--- src/lpif_pkg.sv ---
// Widths, field layout and PHY bit map for the slave link adapter
// One PHY channel only, and the 141-bit flit layout is fixed
// Marker width and persistence are fixed here for the whole design
package lpif_pkg;

  ////////////////////////////////////////////////////////////
  // Flit fields, MSB first
  localparam int STATE_W       = 4;
  localparam int PROTID_W      = 2;
  localparam int DATA_W        = 128;
  localparam int CRC_W         = 4;
  // state, protid, data, dvalid, crc, crc_valid, valid
  localparam int FLIT_W        = STATE_W + PROTID_W + DATA_W + 1 + CRC_W + 1 + 1;
  // Data field starts above dvalid, crc, crc_valid and valid
  localparam int FLIT_DATA_LSB = 1 + CRC_W + 1 + 1;
  // Gen1 carries only the low half of the data field
  localparam int GEN1_DATA_W   = 64;

  ////////////////////////////////////////////////////////////
  // PHY word layout
  localparam int PHY_W         = 160;
  localparam int PHY_STB_BIT   = 1;
  localparam int PHY_MRK0_BIT  = 79;
  localparam int PHY_MRK1_BIT  = 159;
  // Flit bits 0..76 sit on PHY 2..78
  localparam int FLIT_LO_BASE  = 2;
  localparam int FLIT_LO_W     = 77;
  // Flit bits 77..140 sit on PHY 80..143
  localparam int FLIT_HI_BASE  = 80;
  localparam int FLIT_HI_W     = FLIT_W - FLIT_LO_W;

  ////////////////////////////////////////////////////////////
  // Auto-sync settings
  localparam int DELAY_W           = 16;
  localparam int MARKER_WIDTH      = 2;
  localparam bit PERSISTENT_MARKER = 1'b1;
  localparam bit PERSISTENT_STROBE = 1'b1;
  // Shorter strobe periods are stretched to this
  localparam int MIN_STB_PERIOD    = 2;

  typedef logic [FLIT_W-1:0]       flit_t;
  typedef logic [PHY_W-1:0]        phy_word_t;
  typedef logic [DATA_W-1:0]       user_data_t;
  typedef logic [DELAY_W-1:0]      delay_t;
  // One marker per 80-bit half of the PHY word
  typedef logic [MARKER_WIDTH-1:0] marker_t;

  // Online sequencer, tx comes up before rx
  typedef enum logic [2:0] {
    OFFLINE,
    TX_WAIT,
    TX_UP,
    RX_WAIT,
    LINK_UP
  } sync_state_t;

endpackage

--- src/lpif_sync_if.sv ---
// Delayed online flags and auto userbits from auto-sync to the PHY concat
// Plain wires, no clock; all four are driven by one source
`timescale 1ns/1ps

interface lpif_sync_if import lpif_pkg::*; ();

  // Held-off online flags
  logic    tx_online_delay;
  logic    rx_online_delay;

  // Gated marker bits, one per PHY half
  marker_t mrk_userbit;
  // Periodic strobe, user strobe ORed in
  logic    stb_userbit;

  // Auto-sync side
  modport src (
    output tx_online_delay,
    output rx_online_delay,
    output mrk_userbit,
    output stb_userbit
  );

  // Consumer side, concat and debug
  modport dst (
    input tx_online_delay,
    input rx_online_delay,
    input mrk_userbit,
    input stb_userbit
  );

endinterface

--- src/ll_auto_sync.sv ---
// Holds back tx and rx online by delay_x and delay_y cycles
// Strobe period is delay_z cycles, with a floor of MIN_STB_PERIOD
// A delay change takes effect on the next compare, not on restart
`timescale 1ns/1ps

module ll_auto_sync import lpif_pkg::*; (
  input  logic    clk_wr,
  input  logic    reset,
  input  logic    tx_online,
  input  logic    rx_online,
  input  delay_t  delay_x_value,
  input  delay_t  delay_y_value,
  input  delay_t  delay_z_value,
  input  marker_t tx_mrk_userbit,
  input  logic    tx_stb_userbit,
  lpif_sync_if.src sync
);

  sync_state_t state;
  sync_state_t state_next;
  delay_t      dly_cnt;
  delay_t      dly_cnt_next;
  delay_t      wait_target;
  logic        dly_load;
  logic        dly_done;
  logic        tx_up;

  delay_t      stb_period;
  delay_t      stb_cnt;
  delay_t      stb_cnt_next;
  logic        stb_sent;
  logic        stb_pulse;

  ////////////////////////////////////////////////////////////
  // Online sequencer

  // One shared counter, target picked by the wait state
  assign wait_target  = (state == RX_WAIT) ? delay_y_value : delay_x_value;
  assign dly_cnt_next = dly_cnt + delay_t'(1);
  // Load value is 1, so done lands on the edge ending the last cycle
  assign dly_done     = (dly_cnt_next >= wait_target);

  always_comb begin
    state_next = state;
    dly_load   = 1'b0;
    case (state)
      OFFLINE: begin
        if (tx_online) begin
          state_next = TX_WAIT;
          dly_load   = 1'b1;
        end
      end
      TX_WAIT: begin
        if (!tx_online)    state_next = OFFLINE;
        else if (dly_done) state_next = TX_UP;
      end
      TX_UP: begin
        // tx_online_delay is already high here
        if (!tx_online) begin
          state_next = OFFLINE;
        end else if (rx_online) begin
          state_next = RX_WAIT;
          dly_load   = 1'b1;
        end
      end
      RX_WAIT: begin
        if (!tx_online)      state_next = OFFLINE;
        else if (!rx_online) state_next = TX_UP;
        else if (dly_done)   state_next = LINK_UP;
      end
      LINK_UP: begin
        if (!tx_online)      state_next = OFFLINE;
        else if (!rx_online) state_next = TX_UP;
      end
      default: state_next = OFFLINE;
    endcase
  end

  always_ff @(posedge clk_wr) begin
    if (reset) begin
      state   <= OFFLINE;
      dly_cnt <= '0;
    end else begin
      state <= state_next;
      if (dly_load) begin
        dly_cnt <= delay_t'(1);
      end else if (state == TX_WAIT || state == RX_WAIT) begin
        dly_cnt <= dly_cnt_next;
      end
    end
  end

  // Flags decode straight from the state register
  assign tx_up                = (state == TX_UP) || (state == RX_WAIT) || (state == LINK_UP);
  assign sync.tx_online_delay = tx_up;
  assign sync.rx_online_delay = (state == LINK_UP);

  ////////////////////////////////////////////////////////////
  // Strobe generator

  assign stb_period   = (delay_z_value < delay_t'(MIN_STB_PERIOD)) ?
                        delay_t'(MIN_STB_PERIOD) : delay_z_value;
  assign stb_cnt_next = stb_cnt + delay_t'(1);

  // Counter parks at 0 while tx is held off, so first online cycle strobes
  always_ff @(posedge clk_wr) begin
    if (reset || !tx_up) begin
      stb_cnt  <= '0;
      stb_sent <= 1'b0;
    end else begin
      if (stb_cnt_next >= stb_period) stb_cnt <= '0;
      else                            stb_cnt <= stb_cnt_next;
      if (stb_cnt == '0) stb_sent <= 1'b1;
    end
  end

  // Non-persistent mode would strobe once per online period
  assign stb_pulse        = tx_up && (stb_cnt == '0) && (PERSISTENT_STROBE || !stb_sent);
  assign sync.stb_userbit = stb_pulse | tx_stb_userbit;

  ////////////////////////////////////////////////////////////
  // Marker gating

  // Markers only leave while tx is online
  assign sync.mrk_userbit = (tx_up && (PERSISTENT_MARKER || stb_pulse)) ?
                            tx_mrk_userbit : '0;

endmodule

--- src/lpif_flit_map.sv ---
// Registers user upstream fields into a flit and received flits out
// Gen1 mode keeps only the low 64 data bits in both directions
// Downstream fields read zero while rx_online_delay is low
`timescale 1ns/1ps

module lpif_flit_map import lpif_pkg::*; (
  input  logic                clk_wr,
  input  logic                reset,
  input  logic                m_gen2_mode,
  input  logic                rx_online_delay,
  input  flit_t               rx_flit,
  input  logic [STATE_W-1:0]  ustrm_state,
  input  logic [PROTID_W-1:0] ustrm_protid,
  input  user_data_t          ustrm_data,
  input  logic                ustrm_dvalid,
  input  logic [CRC_W-1:0]    ustrm_crc,
  input  logic                ustrm_crc_valid,
  input  logic                ustrm_valid,
  output flit_t               tx_flit,
  output logic [STATE_W-1:0]  dstrm_state,
  output logic [PROTID_W-1:0] dstrm_protid,
  output user_data_t          dstrm_data,
  output logic                dstrm_dvalid,
  output logic [CRC_W-1:0]    dstrm_crc,
  output logic                dstrm_crc_valid,
  output logic                dstrm_valid
);

  user_data_t data_mask;
  flit_t      rx_masked;
  flit_t      rx_q;
  flit_t      rx_gated;

  // Gen1 keeps bits 63:0
  assign data_mask = m_gen2_mode ? '1 : user_data_t'({GEN1_DATA_W{1'b1}});

  ////////////////////////////////////////////////////////////
  // Upstream, user fields into flit order

  always_ff @(posedge clk_wr) begin
    if (reset) begin
      tx_flit <= '0;
    end else begin
      tx_flit <= {ustrm_state, ustrm_protid, ustrm_data & data_mask,
                  ustrm_dvalid, ustrm_crc, ustrm_crc_valid, ustrm_valid};
    end
  end

  ////////////////////////////////////////////////////////////
  // Downstream, flit onto user fields

  // Same gen1 clear on the receive data field
  always_comb begin
    rx_masked = rx_flit;
    rx_masked[FLIT_DATA_LSB +: DATA_W] = rx_flit[FLIT_DATA_LSB +: DATA_W] & data_mask;
  end

  always_ff @(posedge clk_wr) begin
    if (reset) begin
      rx_q <= '0;
    end else begin
      rx_q <= rx_masked;
    end
  end

  // Link not up, nothing goes to the user
  assign rx_gated = rx_online_delay ? rx_q : '0;

  assign {dstrm_state, dstrm_protid, dstrm_data, dstrm_dvalid,
          dstrm_crc, dstrm_crc_valid, dstrm_valid} = rx_gated;

endmodule

--- src/ll_phy_concat.sv ---
// Packs the flit, strobe and markers into one 160-bit PHY word per clock
// Flit bits are blanked while tx is held off, userbits still go out
// No CRC check on receive, the flit is passed up as extracted
`timescale 1ns/1ps

module ll_phy_concat import lpif_pkg::*; (
  input  logic            clk_wr,
  input  logic            reset,
  lpif_sync_if.dst        sync,
  input  flit_t           tx_flit,
  input  phy_word_t       rx_phy0,
  output phy_word_t       tx_phy0,
  output flit_t           rx_flit
);

  phy_word_t tx_word;
  flit_t     rx_extract;

  ////////////////////////////////////////////////////////////
  // Transmit word

  // Unused bits 0 and 144..158 stay zero
  always_comb begin
    tx_word = '0;
    // Flit only while tx is online
    if (sync.tx_online_delay) begin
      // Low 77 flit bits, under the first marker
      tx_word[FLIT_LO_BASE +: FLIT_LO_W] = tx_flit[0 +: FLIT_LO_W];
      // Rest of the flit in the upper half
      tx_word[FLIT_HI_BASE +: FLIT_HI_W] = tx_flit[FLIT_LO_W +: FLIT_HI_W];
    end
    // Userbits, already gated by auto-sync
    tx_word[PHY_STB_BIT]  = sync.stb_userbit;
    tx_word[PHY_MRK0_BIT] = sync.mrk_userbit[0];
    tx_word[PHY_MRK1_BIT] = sync.mrk_userbit[1];
  end

  // One register stage to the PHY
  always_ff @(posedge clk_wr) begin
    if (reset) begin
      tx_phy0 <= '0;
    end else begin
      tx_phy0 <= tx_word;
    end
  end

  ////////////////////////////////////////////////////////////
  // Receive word

  // Inverse of the transmit placement
  // strobe and marker bits are dropped here
  assign rx_extract = {rx_phy0[FLIT_HI_BASE +: FLIT_HI_W],
                       rx_phy0[FLIT_LO_BASE +: FLIT_LO_W]};

  always_ff @(posedge clk_wr) begin
    if (reset) begin
      rx_flit <= '0;
    end else begin
      rx_flit <= rx_extract;
    end
  end

endmodule

--- src/lpif_link_slave_top.sv ---
// Slave link adapter, one PHY channel, single clock clk_wr
// No logic-link FIFO and no credits; flits stream with no back-pressure
// ustrm to tx_phy0 and rx_phy0 to dstrm are 2 cycles each
`timescale 1ns/1ps

module lpif_link_slave_top import lpif_pkg::*; (
  input  logic                clk_wr,
  input  logic                reset,

  // Link control
  input  logic                tx_online,
  input  logic                rx_online,

  // PHY side
  output phy_word_t           tx_phy0,
  input  phy_word_t           rx_phy0,

  // Downstream user fields
  output logic [STATE_W-1:0]  dstrm_state,
  output logic [PROTID_W-1:0] dstrm_protid,
  output user_data_t          dstrm_data,
  output logic                dstrm_dvalid,
  output logic [CRC_W-1:0]    dstrm_crc,
  output logic                dstrm_crc_valid,
  output logic                dstrm_valid,

  // Upstream user fields
  input  logic [STATE_W-1:0]  ustrm_state,
  input  logic [PROTID_W-1:0] ustrm_protid,
  input  user_data_t          ustrm_data,
  input  logic                ustrm_dvalid,
  input  logic [CRC_W-1:0]    ustrm_crc,
  input  logic                ustrm_crc_valid,
  input  logic                ustrm_valid,

  // Debug
  output logic [31:0]         rx_downstream_debug_status,
  output logic [31:0]         tx_upstream_debug_status,

  // Config
  input  logic                m_gen2_mode,
  input  marker_t             tx_mrk_userbit,
  input  logic                tx_stb_userbit,
  input  delay_t              delay_x_value,
  input  delay_t              delay_y_value,
  input  delay_t              delay_z_value
);

  flit_t tx_flit;
  flit_t rx_flit;

  lpif_sync_if sync ();

  ////////////////////////////////////////////////////////////
  // Auto-sync
  ll_auto_sync u_auto_sync (
    .clk_wr         (clk_wr),
    .reset          (reset),
    .tx_online      (tx_online),
    .rx_online      (rx_online),
    .delay_x_value  (delay_x_value),
    .delay_y_value  (delay_y_value),
    .delay_z_value  (delay_z_value),
    .tx_mrk_userbit (tx_mrk_userbit),
    .tx_stb_userbit (tx_stb_userbit),
    .sync           (sync)
  );

  ////////////////////////////////////////////////////////////
  // User side
  lpif_flit_map u_flit_map (
    .clk_wr          (clk_wr),
    .reset           (reset),
    .m_gen2_mode     (m_gen2_mode),
    .rx_online_delay (sync.rx_online_delay),
    .rx_flit         (rx_flit),
    .ustrm_state     (ustrm_state),
    .ustrm_protid    (ustrm_protid),
    .ustrm_data      (ustrm_data),
    .ustrm_dvalid    (ustrm_dvalid),
    .ustrm_crc       (ustrm_crc),
    .ustrm_crc_valid (ustrm_crc_valid),
    .ustrm_valid     (ustrm_valid),
    .tx_flit         (tx_flit),
    .dstrm_state     (dstrm_state),
    .dstrm_protid    (dstrm_protid),
    .dstrm_data      (dstrm_data),
    .dstrm_dvalid    (dstrm_dvalid),
    .dstrm_crc       (dstrm_crc),
    .dstrm_crc_valid (dstrm_crc_valid),
    .dstrm_valid     (dstrm_valid)
  );

  ////////////////////////////////////////////////////////////
  // PHY side
  ll_phy_concat u_phy_concat (
    .clk_wr  (clk_wr),
    .reset   (reset),
    .sync    (sync),
    .tx_flit (tx_flit),
    .rx_phy0 (rx_phy0),
    .tx_phy0 (tx_phy0),
    .rx_flit (rx_flit)
  );

  // Both debug words: tx online at bit 19, rx online at bit 18
  assign rx_downstream_debug_status = {12'h0, sync.tx_online_delay,
                                       sync.rx_online_delay, 18'h0};
  assign tx_upstream_debug_status   = {12'h0, sync.tx_online_delay,
                                       sync.rx_online_delay, 18'h0};

endmodule

--- config.mk ---
export PLATFORM = sky130hd
export DESIGN_NAME = lpif_link_slave_top
export DESIGN_NICKNAME = d
export VERILOG_FILES = /design/src/lpif_pkg.sv /design/src/lpif_sync_if.sv /design/src/ll_auto_sync.sv /design/src/lpif_flit_map.sv /design/src/ll_phy_concat.sv /design/src/lpif_link_slave_top.sv
export SDC_FILE = /design/constraint.sdc
export NUM_CORES = 1
export LEC_CHECK = 0
export BUFFER_PORTS_ARGS = -buffer_cell sky130_fd_sc_hd__buf_2
export CAP_MARGIN = 20
export CORE_AREA = 2 2 284 286
export CTS_BUF_LIST = sky130_fd_sc_hd__clkbuf_2
export DETAILED_ROUTE_END_ITERATION = 7
export DIE_AREA = 0 0 286 288
export PLACE_DENSITY_LB_ADDON = 0.08
export SLEW_MARGIN = 20
export SYNTH_ARGS = -nofsm -noshare
export SYNTH_HDL_FRONTEND = slang
export SYNTH_SLANG_ARGS = --single-unit
--- constraint.sdc ---
create_clock -name clk_wr -period 4.94 [get_ports clk_wr]
set_input_delay 0.988 -clock clk_wr [delete_from_list [all_inputs] [get_ports clk_wr]]
set_output_delay 0.988 -clock clk_wr [all_outputs]
set_load 0.02 [all_outputs]
# Word level (Yosys, flattened, before mapping)
# Cells that the tools add are included.
word_totals:
  ff_bits: 618
  input_bits: 357
  output_inout_bits: 365
  wordCells: 62
classes:
  n_addsub: 2
  n_lt_le_gt_ge: 3
  eq_ne: 9
  n_mux: 21
  bitwise_logic: 4
  reduce_logical: 13
op_table:
  columns: ["operator", "n"]
  rows:
  - ["AND 128 bit", 2]
  - ["two-way mux 141 bit", 1]
  - ["two-way mux 128 bit", 1]
  - ["adder 16 x 1 -> 16 bit (second input constant)", 2]
  - ["greater-or-equal comparator 16 bit", 2]
  - ["two-way mux 16 bit", 2]
  - ["two-way mux 3 bit", 10]
  - ["zero test 16 bit", 1]
  - ["less-than comparator 16 x 2 -> 1 bit (second input constant)", 1]
  - ["case mux 3 bit (5 select lines)", 1]
  - ["equality test 3 x 2 -> 1 bit (second input constant)", 2]
  - ["inequality test 3 bit (second input constant)", 2]
  - ["OR reduction 2 bit", 3]
  - ["two-way mux 1 bit", 5]
  - ["AND reduction 5 bit", 1]
  - ["logical OR 1 bit", 4]
  - ["inequality test 4 x 3 -> 1 bit (second input constant)", 1]
  - ["equality test 3 x 1 -> 1 bit (second input constant)", 1]
  - ["equality test 3 bit (second input constant)", 1]
  - ["zero test 3 bit", 1]
  - ["inequality test 3 x 2 -> 1 bit (second input constant)", 1]
  - ["inequality test 2 bit (second input constant)", 1]
  - ["case mux 1 bit (2 select lines)", 1]
  - ["nonzero test 2 bit", 1]
  - ["other kinds (4)", 4]

# Longest topological paths before layout
depth:
  word_depth: 7
  depth_mapped: 13
  ltp_nobuf: 12

# Modules after synthesis
# Synthesis repeated with hierarchy kept, for this count alone.
hier_totals:
  hier_cells: 1834
  hier_area_um2: 20535.9
by_module_without_submodules:
  columns: ["module", "instances", "cells_each", "area_per_inst_um2", "seq_area_each_um2"]
  rows:
  - ["lpif_flit_map", 1, 765, 8893.5, 5645.4]
  - ["ll_phy_concat", 1, 633, 8185.4, 5705.5]
  - ["ll_auto_sync", 1, 371, 2972.9, 700.7]
  - ["lpif_link_slave_top", 1, 65, 484.2, 0.0]

# Worst setup path before layout
# OpenSTA, ideal clock, no wires.
synth_timing:
  path_type: "input to register"
  startpoint: "input delay_z_value[8]"
  endpoint: "register u_auto_sync.stb_cnt[10]"
  setup_ns: 0.132
  arrival_time_ns: 2.866
  t_required_ns: 4.808
  setup_slack_ns: 1.941
  path_stages: 10
  path_buffers: 1
  cell_sequence: "nor4_1 nand4_1 and2_1 ha_1 nand2b_1 a211oi_1 o21a_1 o311ai_2 clkbuf_1 a21oi_1"
synth_via:
  elab_chain_len: 4
synth_rtl:
  columns: ["item", "line_no", "text"]
  rows:
  - ["from (decl)", "lpif_link_slave_top.sv:46", "input delay_t delay_z_value"]
  - ["less-than comparator 16 x 2 -> 1 bit", "ll_auto_sync.sv:101", "assign stb_period = (delay_z_value < delay_t'(MIN_STB_PERIOD)) ?"]
  - ["two-way mux 16 bit (*)", "ll_auto_sync.sv:101", null]
  - ["greater-or-equal comparator 16 bit (*)", "ll_auto_sync.sv:111", "if (stb_cnt_next >= stb_period) stb_cnt <= '0;"]
  - ["OR reduction 2 bit (no line) (*)", null, null]
  - ["to (signal assigned)", "ll_auto_sync.sv:112", "else stb_cnt <= stb_cnt_next;"]
  - ["to (decl)", "ll_auto_sync.sv:29", "delay_t stb_cnt;"]
# Mark *: on every way between the ends. The rest lies on a longest branch, timed or not.
# A chain may end at the register's enable or synchronous reset.

# Final worst setup path
layout_timing:
  startpoint: "register u_auto_sync.state[2]"
  endpoint: "output dstrm_data[74]"
layout_via:
  elab_chain_len: 2
layout_rtl:
  columns: ["item", "line_no", "text"]
  rows:
  - ["from (decl)", "ll_auto_sync.sv:19", "sync_state_t state;"]
  - ["from (signal assigned)", "ll_auto_sync.sv:84", "state <= state_next;"]
  - ["equality test 3 bit", "ll_auto_sync.sv:96", "assign sync.rx_online_delay = (state == LINK_UP);"]
  - ["two-way mux 141 bit", "lpif_flit_map.sv:67", "assign rx_gated = rx_online_delay ? rx_q : '0;"]
  - ["to (decl)", "lpif_link_slave_top.sv:21", "output user_data_t dstrm_data,"]
# No other way between the ends.

==> results.ini <==
[sta]
maxSlewHeadroom=0.384
fmax_ghz=0.228
rsz0062_at_grt=false
setup_tns_ns=0
period_share=0.890
fin_worst_skew_ns=0.122
holdWs_ns=0.345
drv_slew=0
hold_violations=0
tightest_slew_ns=0.922
period_minus_slack_ns=4.40
finalSetupViolCount=0

[worst_setup_path]
end_kind=primary output
critPathMaxStageDelay_ns=0.47
cp.depth=5
critPathSlowestCell=or3b_4
path_delay_family=buffers and inverters
critPathBufInv=3
r2r_cells=9
crit_type=reg -> out
cp_data_required_time_ns=3.95
cp_data_arrival_time_ns=3.41
start_kind=flop
cp_cell_sequence=or3b_4, inv_4, buf_12, and2_1, buf_2
crit_fanout=103

[placement]
gp_congestion=0.769
dp_hpwl_mm=41.1
numPortBuffers=626

[floorplan]
die-area_um2=82400
rows=104
die_height_um=288
core-area_um2=79600
start_util=0.247
boundaryPins=722
die_w_um=286

[clock_network]
postCtsSetupRepairBufs=0
clkSinkCount=602
clkTransAtPathRegs_ns=0.09
root_buffer=clkbuf_2
holdBufCountCts=320
h-tree-depth=4
cts_resized=0
clk_latency_ns=1.25
cts_buffer_depth=3
cts_made_buffers=168
tritoncts=built

[hold_path]
hold_depth=6
hold_class=in -> reg

[global_routing]
grt_pass1_wl_mm=87.0
antenna_found_initial=12
grt_overflow=0
grt_use_total=0.138
grt_max_degree=104
grt_pass1_vias=15614

[yosys]
synth.cell_area_um2=19600
ys_top_cells_by_area=dfxtp_1 61%, and2_1 13%, nor2b_1 9.6%
synth_top_area_share=0.613
yosys_warnings=0
ys_async_sr_fraction=0
synth_area_per_cell_um2=11.0
synthDistinctLibCells=55
ys_seq_elements=602
postSynthCellCount=1794
synth_edf_count=0
seq_area_frac_synth=0.613
yosysTopAreaCell=dfxtp_1
ys.flop_type=dfxtp_1

[final_layout]
nets=3220
drive_gt1_frac=0.311
nFillCells=8362
final_util=0.355
syn_to_final_growth_pct=43.9

[routing]
postRouteAntennaNets=0
drt-total-wl_mm=58.5
drc_errors=0
vias=15177
drtIter0Drc=314
wl_per_cell_um=14.6
vias_per_cell=3.78
drt_pre_antenna_iters=4

[power]
power.density_nw_per_um2=328
ir_worst_vdd_uv=178
p_leak_nw=13.6

[run_status]
status=finished clean

[run]
cap_violations=0

==> layout make-up <==
class,instances,area [um2],area share
diodes,8,20.0,0.000708
well taps,1060,1330,0.0469
flip-flops and latches,602,12100,0.426
clock buffers,249,1250,0.0441
repair buffers,957,6470,0.229
clock inverters,39,239,0.00845
multi-input cells,1075,6830,0.241
inverters,24,92.6,0.00328
==> Yosys cell counts (15+ instances only) <==
cell type and instances:
ha_1 35, inv_1 24, xnor2_1 19, dfxtp_1 602
nor2_1 20, nand3_1 15, xor2_1 17, clkbuf_1 64
nor2b_1 301, nand2_1 36, mux2i_1 15, and2_1 415
buf_4 83, a21oi_1 29
==> cell usage in the layout (no fill, tap or decap), drive strengths merged, types with 3 or more instances in the layout <==
| cell type | n |
|---|---|
| clkinv | 29 |
| a21o | 4 |
| inv | 31 |
| a211oi | 6 |
| clkbuf | 249 |
| dlygate4sd3 | 320 |
| nor3 | 5 |
| mux2i | 15 |
| xnor2 | 19 |
| nand4 | 13 |
| xor2 | 17 |
| buf | 637 |
| nor2b | 301 |
| conb | 76 |
| nor4 | 12 |
| a21oi | 30 |
| nand2b | 7 |
| diode | 8 |
| or3 | 7 |
| nor2 | 20 |
| and2 | 415 |
| nand3 | 16 |
| o21ai | 12 |
| ha | 35 |
| dfxtp | 602 |
| nand2 | 36 |
| and4 | 3 |
==> stage by stage <==
step | setup WS (ns) | cells | power (mW) | area [um2]
floorplan | 1.94 | 1869 | 5.47 | 19900
global placement | 1.24 | 3398 | 5.63 | 23500
detailed placement | 1.22 | 3398 | 5.64 | 23600
CTS | 0.185 | 4006 | 9.53 | 28200
global route | 0.137 | 4011 | 9.85 | 28300
finish | 0.545 | 4014 | 9.26 | 28300
==> path summary, 6_finish.rpt <==
kind | startpoint | end | slack, ns
hold / removal | delay_z_value[15] | u_auto_sync.stb_cnt[4]$_SDFF_PP0_ | 0.35
setup / recovery | u_auto_sync.state[2]$_SDFFE_PP0P_ | dstrm_data[74] | 0.54
hold reg to reg | u_phy_concat.rx_flit[97]$_SDFF_PP0_ | u_flit_map.rx_q[97]$_SDFF_PP0_ | 0.36
setup reg to reg | u_auto_sync.state[0]$_SDFFE_PP0P_ | u_auto_sync.state[2]$_SDFFE_PP0P_ | 1.22
==> logic make-up after synthesis <==
kind of cell,count (synthesis),synth area share
buffers and inverters,192,0.0545
multiplexers,16,0.00822
other,1,0.000191
adder cells (fa/ha/maj),35,0.0223
XOR/XNOR,36,0.0160
flip-flops,602,0.613
AO/OA/AOI/OAI,68,0.0227
AND/OR/NAND/NOR,844,0.263
==> sequential cells by signal (all words and copies together), names as in the netlist <==
register,flops
u_auto_sync.stb_cnt,16
u_auto_sync.dly_cnt,16
u_phy_concat.tx_phy0,144
u_phy_concat.rx_flit,141
u_flit_map.rx_q,141
u_flit_map.tx_flit,141
u_auto_sync.state,3
==> report_power, final <==
group / total (mW) / switching, mW / internal, mW
Sequential: 5.05 / 0.0348 / 5.01
Combinational: 0.678 / 0.298 / 0.381
Clock: 3.54 / 2.12 / 1.42
==> routing by layer <==
layer | vias up | routed length [um] | track usage
li1 | 7616 | - | -
met1 | 6866 | 22800 | 0.147
met2 | 551 | 28200 | 0.232
met3 | 138 | 5910 | 0.0651
met4 | 6 | 1570 | 0.0601
met5 | - | 39 | 0
==> tightest hold or removal path: stages <==
cell and delay, ns:
buf_2 0.11, inv_1 0.05, ha_1 0.13, a221oi_1 0.11
nand3_1 0.11, a21oi_1 0.04
Note: power is estimated with default switching activity, not from simulation.
